<file path="config.mk">
export PLATFORM = sky130hd
export DESIGN_NAME = glay_setup_top
export DESIGN_NICKNAME = d
export VERILOG_FILES = /design/src/glay_setup_pkg.sv /design/src/glay_req_fifo.sv /design/src/glay_serial_read_engine.sv /design/src/glay_setup_regs.sv /design/src/glay_kernel_setup.sv /design/src/glay_setup_top.sv
export VERILOG_INCLUDE_DIRS = /design/src /design/src/src
export SDC_FILE = /design/constraint.sdc
export NUM_CORES = 2
export LEC_CHECK = 0
export BUFFER_PORTS_ARGS = -buffer_cell sky130_fd_sc_hd__buf_4
export CORE_ASPECT_RATIO = 0.75
export CORE_MARGIN = 2
export CORE_UTILIZATION = 45
export DETAILED_ROUTE_END_ITERATION = 8
export SYNTH_ARGS = -nofsm -noshare
export SYNTH_HDL_FRONTEND = slang
export SYNTH_SLANG_ARGS = --single-unit
</file>
<file path="constraint.sdc">
create_clock -name ap_clk -period 7.1 [get_ports ap_clk]
set_clock_uncertainty 0.1 [all_clocks]
set_input_delay 1.065 -clock ap_clk [delete_from_list [all_inputs] [get_ports ap_clk]]
set_output_delay 1.065 -clock ap_clk [all_outputs]
set_load 0.005 [all_outputs]
</file>
<file path="src/glay_setup_cfg.svh">
`ifndef GLAY_SETUP_CFG_SVH
`define GLAY_SETUP_CFG_SVH

// Memory request widths
`define GLAY_ADDR_W      64
`define GLAY_COUNT_W     16
`define GLAY_ID_W        16
`define GLAY_LINE_BYTES  64

// Request FIFO sizing
`define GLAY_FIFO_DEPTH  16
`define GLAY_FIFO_AFULL  (`GLAY_FIFO_DEPTH - 2)

// Host register block
`define GLAY_AXIL_ADDR_W 6
`define GLAY_AXIL_DATA_W 32
`define GLAY_REG_CTRL    6'h00
`define GLAY_REG_STATUS  6'h04
`define GLAY_REG_ADDR_LO 6'h08
`define GLAY_REG_ADDR_HI 6'h0C
`define GLAY_REG_LINES   6'h10
`define GLAY_REG_STRIDE  6'h14

`endif

</file>
<file path="src/glay_setup_pkg.sv">
`default_nettype none

`include "glay_setup_cfg.svh"

package glay_setup_pkg;

    // Setup FSM states
    typedef enum logic [2:0] {
        SETUP_RESET,
        SETUP_IDLE,
        SETUP_REQ_START,
        SETUP_REQ_BUSY,
        SETUP_REQ_DONE
    } setup_state_t;

    // Kernel descriptor as programmed by the host
    typedef struct packed {
        logic [`GLAY_ADDR_W-1:0]  array_pointer;
        logic [`GLAY_COUNT_W-1:0] num_lines;
        logic [`GLAY_COUNT_W-1:0] stride;
    } setup_desc_t;

    typedef struct packed {
        logic        valid;
        setup_desc_t payload;
    } setup_desc_in_t;

    // One cache-line read request
    typedef struct packed {
        logic [`GLAY_ADDR_W-1:0] address;
        logic [`GLAY_ID_W-1:0]   id;
    } mem_req_t;

    // AXI4-Lite, master side fields
    typedef struct packed {
        logic                          awvalid;
        logic [`GLAY_AXIL_ADDR_W-1:0]  awaddr;
        logic                          wvalid;
        logic [`GLAY_AXIL_DATA_W-1:0]  wdata;
        logic [`GLAY_AXIL_DATA_W/8-1:0] wstrb;
        logic                          bready;
        logic                          arvalid;
        logic [`GLAY_AXIL_ADDR_W-1:0]  araddr;
        logic                          rready;
    } axil_req_t;

    // AXI4-Lite, slave side fields
    typedef struct packed {
        logic                         awready;
        logic                         wready;
        logic                         bvalid;
        logic [1:0]                   bresp;
        logic                         arready;
        logic                         rvalid;
        logic [`GLAY_AXIL_DATA_W-1:0] rdata;
        logic [1:0]                   rresp;
    } axil_rsp_t;

endpackage : glay_setup_pkg

`default_nettype wire

</file>
<file path="src/glay_req_fifo.sv">
`timescale 1ns/10ps
`default_nettype none

`include "glay_setup_cfg.svh"

module glay_req_fifo import glay_setup_pkg::*; (
    input  logic     ap_clk,
    input  logic     setup_areset,
    input  logic     wr_en,
    input  mem_req_t din,
    output logic     full,
    output logic     almost_full,
    output logic     empty,
    input  logic     rd_en,
    output mem_req_t dout
);

    localparam int DEPTH = `GLAY_FIFO_DEPTH;
    localparam int AFULL = `GLAY_FIFO_AFULL;
    localparam int PTR_W = $clog2(DEPTH);

    mem_req_t mem [DEPTH];

    logic [PTR_W-1:0] wr_ptr;
    logic [PTR_W-1:0] rd_ptr;
    logic [PTR_W:0]   count;
    logic             push;
    logic             pop;

    assign push = wr_en && !full;
    assign pop  = rd_en && !empty;

    assign full        = (count == (PTR_W+1)'(DEPTH));
    assign almost_full = (count >= (PTR_W+1)'(AFULL));
    assign empty       = (count == '0);

    // Head word shows through
    assign dout = mem[rd_ptr];

    always_ff @(posedge ap_clk) begin
        if (push) begin
            mem[wr_ptr] <= din;
        end
    end

    // Pointers wrap on their own, depth is a power of two
    always_ff @(posedge ap_clk) begin
        if (setup_areset) begin
            wr_ptr <= '0;
            rd_ptr <= '0;
            count  <= '0;
        end else begin
            if (push) begin
                wr_ptr <= wr_ptr + 1'b1;
            end
            if (pop) begin
                rd_ptr <= rd_ptr + 1'b1;
            end
            case ({push, pop})
                2'b10:   count <= count + 1'b1;
                2'b01:   count <= count - 1'b1;
                default: count <= count;
            endcase
        end
    end

endmodule : glay_req_fifo

`default_nettype wire

</file>
<file path="src/glay_serial_read_engine.sv">
`timescale 1ns/10ps
`default_nettype none

`include "glay_setup_cfg.svh"

module glay_serial_read_engine import glay_setup_pkg::*; (
    input  logic        ap_clk,
    input  logic        setup_areset,
    input  logic        engine_start,
    input  setup_desc_t engine_desc,
    input  logic        engine_pause,
    output logic        engine_req_valid,
    output mem_req_t    engine_req,
    output logic        engine_done
);

    localparam int ADDR_W  = `GLAY_ADDR_W;
    localparam int COUNT_W = `GLAY_COUNT_W;
    localparam int ID_W    = `GLAY_ID_W;

    localparam logic [ADDR_W-1:0] LINE_BYTES = ADDR_W'(`GLAY_LINE_BYTES);

    logic               active;
    logic               issue;
    logic [COUNT_W-1:0] lines_left;
    logic [COUNT_W-1:0] line_index;
    logic [ADDR_W-1:0]  next_address;
    logic [ADDR_W-1:0]  address_step;

    // One request per cycle while lines remain and the FIFO has room
    assign issue = active && !engine_pause && (lines_left != '0);

// ----------------------------------------------------------------------
//   Line counter and control
// ----------------------------------------------------------------------
    always_ff @(posedge ap_clk) begin
        if (setup_areset) begin
            active           <= 1'b0;
            lines_left       <= '0;
            engine_req_valid <= 1'b0;
            engine_done      <= 1'b0;
        end else if (engine_start) begin
            active           <= 1'b1;
            lines_left       <= engine_desc.num_lines;
            engine_req_valid <= 1'b0;
            engine_done      <= 1'b0;
        end else begin
            engine_req_valid <= issue;
            if (issue) begin
                lines_left <= lines_left - 1'b1;
            end
            // Last request already left the output register
            if (active && (lines_left == '0)) begin
                active      <= 1'b0;
                engine_done <= 1'b1;
            end
        end
    end

// ----------------------------------------------------------------------
//   Running address
// ----------------------------------------------------------------------
    always_ff @(posedge ap_clk) begin
        if (engine_start) begin
            next_address <= engine_desc.array_pointer;
            address_step <= ADDR_W'(engine_desc.stride) * LINE_BYTES;
            line_index   <= '0;
        end else if (issue) begin
            engine_req.address <= next_address;
            engine_req.id      <= ID_W'(line_index);
            next_address       <= next_address + address_step;
            line_index         <= line_index + 1'b1;
        end
    end

endmodule : glay_serial_read_engine

`default_nettype wire

</file>
<file path="src/glay_setup_regs.sv">
`timescale 1ns/10ps
`default_nettype none

`include "glay_setup_cfg.svh"

module glay_setup_regs import glay_setup_pkg::*; (
    input  logic           ap_clk,
    input  logic           setup_areset,
    input  axil_req_t      axil_req,
    output axil_rsp_t      axil_rsp,
    output setup_desc_in_t setup_desc,
    input  logic           setup_busy,
    input  logic           setup_done
);

    localparam int DATA_W = `GLAY_AXIL_DATA_W;

    logic              aw_w_ready;
    logic              b_valid;
    logic              ar_ready;
    logic              r_valid;
    logic [DATA_W-1:0] r_data;

    logic [31:0] reg_addr_lo;
    logic [31:0] reg_addr_hi;
    logic [15:0] reg_lines;
    logic [15:0] reg_stride;
    logic        done_flag;
    logic        desc_valid;

    logic              wr_fire;
    logic              rd_fire;
    logic              start_ok;
    logic [DATA_W-1:0] wr_old;
    logic [DATA_W-1:0] wr_merged;
    logic [DATA_W-1:0] rd_word;

// ----------------------------------------------------------------------
//   Handshakes
// ----------------------------------------------------------------------
    assign wr_fire = aw_w_ready && axil_req.awvalid && axil_req.wvalid;
    assign rd_fire = ar_ready && axil_req.arvalid;

    // Start only counts when the setup block can take it
    assign start_ok = wr_fire && (axil_req.awaddr == `GLAY_REG_CTRL)
                    && axil_req.wstrb[0] && axil_req.wdata[0]
                    && !setup_busy && !desc_valid;

    always_ff @(posedge ap_clk) begin
        if (setup_areset) begin
            aw_w_ready <= 1'b0;
            b_valid    <= 1'b0;
            ar_ready   <= 1'b0;
            r_valid    <= 1'b0;
        end else begin
            aw_w_ready <= !aw_w_ready && !b_valid && axil_req.awvalid && axil_req.wvalid;
            if (wr_fire) begin
                b_valid <= 1'b1;
            end else if (axil_req.bready) begin
                b_valid <= 1'b0;
            end
            ar_ready <= !ar_ready && !r_valid && axil_req.arvalid;
            if (rd_fire) begin
                r_valid <= 1'b1;
            end else if (axil_req.rready) begin
                r_valid <= 1'b0;
            end
        end
    end

// ----------------------------------------------------------------------
//   Descriptor registers
// ----------------------------------------------------------------------
    always_comb begin
        case (axil_req.awaddr)
            `GLAY_REG_ADDR_LO: wr_old = reg_addr_lo;
            `GLAY_REG_ADDR_HI: wr_old = reg_addr_hi;
            `GLAY_REG_LINES:   wr_old = {16'h0, reg_lines};
            `GLAY_REG_STRIDE:  wr_old = {16'h0, reg_stride};
            default:           wr_old = '0;
        endcase
        // Byte lanes not strobed keep their old value
        for (int b = 0; b < DATA_W / 8; b++) begin
            wr_merged[8*b +: 8] = axil_req.wstrb[b] ? axil_req.wdata[8*b +: 8] : wr_old[8*b +: 8];
        end
    end

    always_ff @(posedge ap_clk) begin
        if (setup_areset) begin
            reg_addr_lo <= '0;
            reg_addr_hi <= '0;
            reg_lines   <= '0;
            reg_stride  <= '0;
        end else if (wr_fire) begin
            case (axil_req.awaddr)
                `GLAY_REG_ADDR_LO: reg_addr_lo <= wr_merged;
                `GLAY_REG_ADDR_HI: reg_addr_hi <= wr_merged;
                `GLAY_REG_LINES:   reg_lines   <= wr_merged[15:0];
                `GLAY_REG_STRIDE:  reg_stride  <= wr_merged[15:0];
                default: ;
            endcase
        end
    end

    // Start pulse and sticky done
    always_ff @(posedge ap_clk) begin
        if (setup_areset) begin
            desc_valid <= 1'b0;
            done_flag  <= 1'b0;
        end else begin
            desc_valid <= start_ok;
            if (start_ok) begin
                done_flag <= 1'b0;
            end else if (setup_done) begin
                done_flag <= 1'b1;
            end
        end
    end

    assign setup_desc.valid                 = desc_valid;
    assign setup_desc.payload.array_pointer = {reg_addr_hi, reg_addr_lo};
    assign setup_desc.payload.num_lines     = reg_lines;
    assign setup_desc.payload.stride        = reg_stride;

// ----------------------------------------------------------------------
//   Read back
// ----------------------------------------------------------------------
    always_comb begin
        case (axil_req.araddr)
            `GLAY_REG_STATUS:  rd_word = {30'h0, done_flag, setup_busy | desc_valid};
            `GLAY_REG_ADDR_LO: rd_word = reg_addr_lo;
            `GLAY_REG_ADDR_HI: rd_word = reg_addr_hi;
            `GLAY_REG_LINES:   rd_word = {16'h0, reg_lines};
            `GLAY_REG_STRIDE:  rd_word = {16'h0, reg_stride};
            default:           rd_word = '0;
        endcase
    end

    always_ff @(posedge ap_clk) begin
        if (rd_fire) begin
            r_data <= rd_word;
        end
    end

    assign axil_rsp.awready = aw_w_ready;
    assign axil_rsp.wready  = aw_w_ready;
    assign axil_rsp.bvalid  = b_valid;
    assign axil_rsp.bresp   = 2'b00;
    assign axil_rsp.arready = ar_ready;
    assign axil_rsp.rvalid  = r_valid;
    assign axil_rsp.rdata   = r_data;
    assign axil_rsp.rresp   = 2'b00;

endmodule : glay_setup_regs

`default_nettype wire

</file>
<file path="src/glay_kernel_setup.sv">
`timescale 1ns/10ps
`default_nettype none

module glay_kernel_setup import glay_setup_pkg::*; (
    input  logic           ap_clk,
    input  logic           setup_areset,
    input  setup_desc_in_t setup_desc,
    output logic           setup_busy,
    output logic           setup_done,
    output logic           req_valid,
    output mem_req_t       req,
    input  logic           req_ready
);

    setup_state_t   current_state;
    setup_state_t   next_state;
    setup_desc_in_t desc_reg;

    logic     engine_start;
    logic     engine_pause;
    logic     engine_req_valid;
    mem_req_t engine_req;
    logic     engine_done;

    logic     fifo_full;
    logic     fifo_almost_full;
    logic     fifo_empty;
    logic     fifo_rd_en;
    mem_req_t fifo_dout;

// ----------------------------------------------------------------------
//   Descriptor register
// ----------------------------------------------------------------------
    always_ff @(posedge ap_clk) begin
        if (setup_areset) begin
            desc_reg.valid <= 1'b0;
        end else begin
            desc_reg.valid <= setup_desc.valid;
        end
    end

    // Payload held for the engine load two cycles later
    always_ff @(posedge ap_clk) begin
        if (setup_desc.valid) begin
            desc_reg.payload <= setup_desc.payload;
        end
    end

// ----------------------------------------------------------------------
//   Setup FSM
// ----------------------------------------------------------------------
    always_ff @(posedge ap_clk) begin
        if (setup_areset) begin
            current_state <= SETUP_RESET;
        end else begin
            current_state <= next_state;
        end
    end

    always_comb begin
        next_state = current_state;
        case (current_state)
            SETUP_RESET:     next_state = SETUP_IDLE;
            SETUP_IDLE: begin
                if (desc_reg.valid) begin
                    next_state = SETUP_REQ_START;
                end
            end
            SETUP_REQ_START: next_state = SETUP_REQ_BUSY;
            SETUP_REQ_BUSY: begin
                // Wait for the last request to leave the FIFO
                if (engine_done && fifo_empty) begin
                    next_state = SETUP_REQ_DONE;
                end
            end
            SETUP_REQ_DONE:  next_state = SETUP_IDLE;
            default:         next_state = SETUP_RESET;
        endcase
    end

    assign engine_start = (current_state == SETUP_REQ_START);
    assign setup_done   = (current_state == SETUP_REQ_DONE);
    assign setup_busy   = desc_reg.valid
                        || ((current_state != SETUP_IDLE) && (current_state != SETUP_RESET));

// ----------------------------------------------------------------------
//   Request generation and FIFO
// ----------------------------------------------------------------------
    assign engine_pause = fifo_almost_full || fifo_full;

    glay_serial_read_engine u_glay_serial_read_engine (
        .ap_clk           (ap_clk),
        .setup_areset     (setup_areset),
        .engine_start     (engine_start),
        .engine_desc      (desc_reg.payload),
        .engine_pause     (engine_pause),
        .engine_req_valid (engine_req_valid),
        .engine_req       (engine_req),
        .engine_done      (engine_done)
    );

    glay_req_fifo u_glay_req_fifo (
        .ap_clk       (ap_clk),
        .setup_areset (setup_areset),
        .wr_en        (engine_req_valid),
        .din          (engine_req),
        .full         (fifo_full),
        .almost_full  (fifo_almost_full),
        .empty        (fifo_empty),
        .rd_en        (fifo_rd_en),
        .dout         (fifo_dout)
    );

    // FIFO head drives the memory stream
    assign req_valid  = !fifo_empty;
    assign req        = fifo_dout;
    assign fifo_rd_en = req_valid && req_ready;

endmodule : glay_kernel_setup

`default_nettype wire

</file>
<file path="src/glay_setup_top.sv">
`timescale 1ns/10ps
`default_nettype none

module glay_setup_top import glay_setup_pkg::*; (
    input  logic      ap_clk,
    input  logic      setup_areset,
    input  axil_req_t axil_req,
    output axil_rsp_t axil_rsp,
    output logic      req_valid,
    output mem_req_t  req,
    input  logic      req_ready
);

    // Between register block and setup block
    setup_desc_in_t setup_desc;
    logic           setup_busy;
    logic           setup_done;

    glay_setup_regs u_glay_setup_regs (
        .ap_clk       (ap_clk),
        .setup_areset (setup_areset),
        .axil_req     (axil_req),
        .axil_rsp     (axil_rsp),
        .setup_desc   (setup_desc),
        .setup_busy   (setup_busy),
        .setup_done   (setup_done)
    );

    glay_kernel_setup u_glay_kernel_setup (
        .ap_clk       (ap_clk),
        .setup_areset (setup_areset),
        .setup_desc   (setup_desc),
        .setup_busy   (setup_busy),
        .setup_done   (setup_done),
        .req_valid    (req_valid),
        .req          (req),
        .req_ready    (req_ready)
    );

endmodule : glay_setup_top

`default_nettype wire

</file>
**Yosys cells after proc, flatten, opt, wreduce, memory -nomap -nowiden**

Memories as Yosys holds them, arrays and structs flattened. A register that Yosys moved wholly into a read port is not among the register bits.
Index checks and enable logic that the tools add are counted.

- Bitwise logic cells: 2
- Eq/ne operators: 19
- Reduce and logical (&&, ||, !) cells: 52
- Muxes and demuxes: 24
- $add $sub $neg: 7
- Magnitude comparators: 1

Operators with widths:

| operator | number |
|---|---|
| $pmux W32 S5 | 1 |
| $mux W64 | 2 |
| $pmux W32 S3 | 1 |
| $add A64 B22 Y64 | 1 |
| $mux W16 | 2 |
| $mux W8 | 4 |
| $eq A6 B4 Y1 const B | 4 |
| $eq A6 B5 Y1 const B | 4 |
| $logic_and A1 B1 Y1 | 21 |
| $add A16 B1 Y16 const B | 1 |
| $logic_not A16 Y1 | 1 |
| $reduce_bool A16 Y1 | 1 |
| $sub A16 B1 Y16 const B | 1 |
| $pmux W3 S4 | 1 |
| $reduce_and A2 Y1 | 6 |
| $pmux W5 S2 | 1 |
| $reduce_bool A2 Y1 | 5 |
| $logic_not A1 Y1 | 9 |
| $add A4 B1 Y4 const B | 2 |
| $mux W1 | 8 |
| $mux W4 | 2 |
| $eq A3 B2 Y1 const B | 2 |
| $eq A6 B3 Y1 const B | 1 |
| $logic_not A6 Y1 | 1 |
| other kinds (18) | 23 |

- Bits in writable memories: 1280
- Output and inout port bits: 122
- Register bits: 442
- Input bits: 56
- Memories: 1

Memory list:

| name | words | bits a word | read ports | clocked after memory_dff | wr ports | RTL line | text |
|---|---|---|---|---|---|---|---|
| u_glay_kernel_setup.u_glay_req_fifo.mem | 16 | 80 | 1 | 1 | 1 | glay_req_fifo.sv:22 | `mem_req_t mem [DEPTH];` |

**Logic depth before layout (Yosys ltp)**

- Word-level depth: 8
- Depth in mapped cells: 13
- Gate-level depth less buffers: 12

**Cells and area by module**

From an unflattened synthesis, not the netlist that was laid out.

- Cells, all modules: 3521
- Area, all modules: 67850.1 um^2

By module, submodules not included:

| module | area an instance (um^2) | instances | cells an instance |
|---|---|---|---|
| glay_req_fifo | 48924.4 | 1 | 1889 |
| glay_serial_read_engine | 9173.8 | 1 | 797 |
| glay_setup_regs | 6663.9 | 1 | 718 |
| glay_kernel_setup | 3088.0 | 1 | 117 |

**Worst setup path before layout**

OpenSTA, ideal clock, no wires.

- Path kind: register -> register
- From: register u_glay_kernel_setup.u_glay_req_fifo.count[1]
- To: memory u_glay_kernel_setup.u_glay_req_fifo.mem[3][0] (netlist name), enable pin
- Library setup time: 617 ps
- Path slack: -155 ps
- Period minus slack after synthesis: 7255 ps
- Buffers on the path: 0
- Data required time: 6383 ps
- Cell stages (with the launch flop): 5
- Arrival: 6539 ps
- Cells stage by stage: dfxtp_1 > nor4_1 > a21boi_1 > nand2_1 > nor3_1

- Longest elaborated chain between the ends: 5

RTL lines:

| what | RTL line | text |
|---|---|---|
| start, declared | glay_req_fifo.sv:26 | `logic [PTR_W:0] count;` |
| start signal, assigned | glay_req_fifo.sv:60 | `2'b10: count <= count + 1'b1;` |
| start signal, assigned | glay_req_fifo.sv:61 | `2'b01: count <= count - 1'b1;` |
| start signal, assigned | glay_req_fifo.sv:62 | `default: count <= count;` |
| $eq A5 B5 Y1 | glay_req_fifo.sv:33 | `assign full = (count == (PTR_W+1)'(DEPTH));` |
| $logic_not A1 Y1 | glay_req_fifo.sv:30 | `assign push = wr_en && !full;` |
| $logic_and A1 B1 Y1 | glay_req_fifo.sv:30 |  |
| $mux W1 | glay_req_fifo.sv:41 | `if (push) begin` |
| $mux W1 (implied by the code) | glay_req_fifo.sv:42 | `mem[wr_ptr] <= din;` |
| end, declared | glay_req_fifo.sv:22 |  |

No other way between the ends.

==> key figures <==
GRT
  – Number of global-route vias before repair: 33200
  – First-pass GRT wire length: between 200000 and 250000 um
  – Initial antenna violation count: 10
  – Largest net degree at the start of global routing: 106
  – Total Routing Usage GR: a little over a fifth
  – GRT overflow: 0

Power and ir drop
  – Clk network pwr share: between 40% and 50%
  – Sw Share: approximately a fifth
  – Max VDD drop: 0.173 mV
  – P_int: 15900 uW
  – Combinational cell fraction of total power: 0.6%
  – Pwr Density: around 260 nW/um^2
  – Leakage: 0.0234 uW
  – Switch Pwr: just under 4000 uW
  – Fraction of power consumed by sequential logic: 55.4%
  – Tot Pwr: 19700 uW

Floorplanning
  – Row count: 122
  – Die Wd: 449 um
  – # IOs: 178
  – Initial Util: ~45%
  – Core Area: 147000 um^2
  – Chip Height: 337 um
  – Die area: 151000 um^2

Worst setup path
  – Crit path DAT: around 3700 ps
  – Critical path's most frequent cell: mux4_2
  – CP delay by family, top: flip-flops
  – Crit-path cells: buf_12, mux4_2, mux4_2, buf_4
  – Crit path largest cell delay: 1120 ps
  – Reg2reg setup slack: 3280 ps
  – Critical Path RT: 5930 ps
  – Reg-to-Reg Start: u_glay_kernel_setup.u_glay_req_fifo.count[0]
  – Startpoint types: flip-flop
  – Critical-path maximum fanout: ~110
  – Worst Path Class, Setup: flip-flop to output pin
  – Slowest cell on crit path: dfxtp_4
  – Worst setup EP type: output pin
  – WP buf/inv: 2

Clock network
  – Clock buffer depth: 3
  – Root Buffer Master: clkbuf_16
  – Hold_buf cts: 0
  – Postcts setup bufs: 0
  – Clock latency on the worst-skew pair: 800 ps
  – Clock sinks: 1726
  – Inserted Clock Buffers: about 170
  – CTS tree: built
  – CTS clk-pin slew, worst paths: approximately 60 ps
  – Resized cells post-CTS: 0
  – CTS H-tree lvls: 4

Synth
  – Synth Area per Inst: 19.3 um^2
  – Post-Syn Instances: 3462
  – Yosys top cell by area: edfxtp_1
  – Most common cell in the netlist: edfxtp_1
  – Post-synthesis cell area: 66700 um^2
  – Synth cell count leaders: edfxtp_1, mux4_2, nor2_1
  – Synth cell types: 60
  – Post-synthesis sequential area ratio: approximately 75%
  – Top post-synthesis cells by area: edfxtp_1, mux4_2, dfxtp_1
  – Number of flops mapped to enable cells by yosys: 1568
  – Yosys top cell area share: between 70% and 80%
  – Top FF cell, synth: edfxtp_1
  – Fraction of registers with async set/reset: 0%
  – Synthesis Warnings: 0
  – FF+latch count, synth: 1726

STA
  – RSZ-0062 raised after global routing: false
  – Worst Tran Pin Value: 1270 ps
  – Final cycle utilization of the critical path: 68.3%
  – Hold WS: approximately 320 ps
  – Relative slew slack: 15.4%
  – F_max: 0.206 GHz
  – Final setup fails: 0
  – Final hold viol count: 0
  – Setup ws final: 2250 ps
  – Post-route setup TNS: 0 ps
  – Fin crit period: 4850 ps
  – Fin. max-slew vios: 0

Placed design
  – Gp weighted congestion: 0.836
  – Cell count after placement: 5471
  – PortBufs: 173
  – Post-DP HPWL: 83500 um
  – Post-place setup slack: 3020 ps

Cells and area
  – Layout cells sized above 1: 23.7%
  – # diodes: 0
  – Nets: 3743
  – Flip-flop count of the largest register after layout: ~1300
  – Cell Count, Final, Fillers Out: between 5000 and 6000
  – Multi-input logic area: 15700 um^2
  – Area Overhead vs Synth: 13.8%
  – Register area: 50300 um^2
  – # fillers: 11600

Route
  – DR pass1 iterations: 6
  – Wire length per cell: 27.9 um
  – DR DRC count: 0
  – ANT nets after route: 0
  – Starting DRT DRC Count: around 4000
  – Via count: 33700
  – Vias per std cell: roughly 6
  – Final WL: 161000 um

Status
  – Status: complete, no violations

Worst hold path
  – HP Class: flip-flop to flip-flop

Job
  – Max Cap Viol: 0
worst paths after layout:
kind / to / depth (start not counted)
worst min register to register: flip-flop / 0
worst max-delay path: req[56] / 4
worst max register to register: u_glay_kernel_setup.u_glay_req_fifo.mem[14][10] / 5
worst min-delay path: flip-flop / 0
routing by layer:
metal | track usage (%) | routed length, um | share of wire (%)
met1 | 33.4 | 74500 | 46
met2 | 31.2 | 72100 | 45
met3 | 3.37 | 11800 | 7.3
met4 | 5.75 | 2960 | 1.8
met5 | 0 | 0 | 0
cells by family after synthesis:
group           Yosys count  share of synthesized area [%]
mux                     467                           14.5
fa+ha+maj                29                          0.567
compound gates          328                           2.98
other cells               1                        0.00562
xor+xnor                 84                           1.10
simple gates            614                           4.20
flops                  1726                           75.3
buf+inv                 213                           1.28
layout make-up:
| class | instances | area share, % |
|---|---|---|
| Multi-Input combinational cell | 1526 | 20.7 |
| Timing Repair Buffer | 218 | 2.57 |
| Clock inverter | 91 | 1.05 |
| Sequential cell | 1726 | 66.3 |
| Tap cell | 1984 | 3.27 |
| Clock buffer | 223 | 6.03 |
| Inverter | 17 | 0.0874 |
cell usage in the layout, fill, tap and decap left out, types with 12 or more instances in the layout:
cell,instances
a211oi_1,14
a21o_1,12
a21oi_1,160
a221o_1,32
and2_1,15
and3_1,37
buf_12,25
buf_4,193
clkbuf_1,42
clkbuf_16,171
clkinv_1,31
clkinv_2,35
dfxtp_1,153
edfxtp_1,1568
ha_1,27
inv_1,16
mux2i_1,65
mux4_2,400
nand2_1,147
nand3_1,34
nand4_1,21
nor2_1,247
nor2_4,13
nor3_1,28
o21ai_0,73
xnor2_1,33
xor2_1,51
metrics by stage:
stage	area [um^2]	utilization (%)
after detailed placement	70500	47.9
after floorplan	66700	-
final	75900	51.5
after CTS	75900	51.5
after global placement	70500	47.9
after global routing	75900	51.5
power by group through the flow:
stage	logic, uW	registers [uW]	clock network, uW
floorplan	60.1	11100	0
global placement	110	11100	0
detailed placement	111	11100	0
CTS	111	10900	8870
global route	121	10900	9260
finish	112	10900	8690
Power figures use the tool's default switching activity.
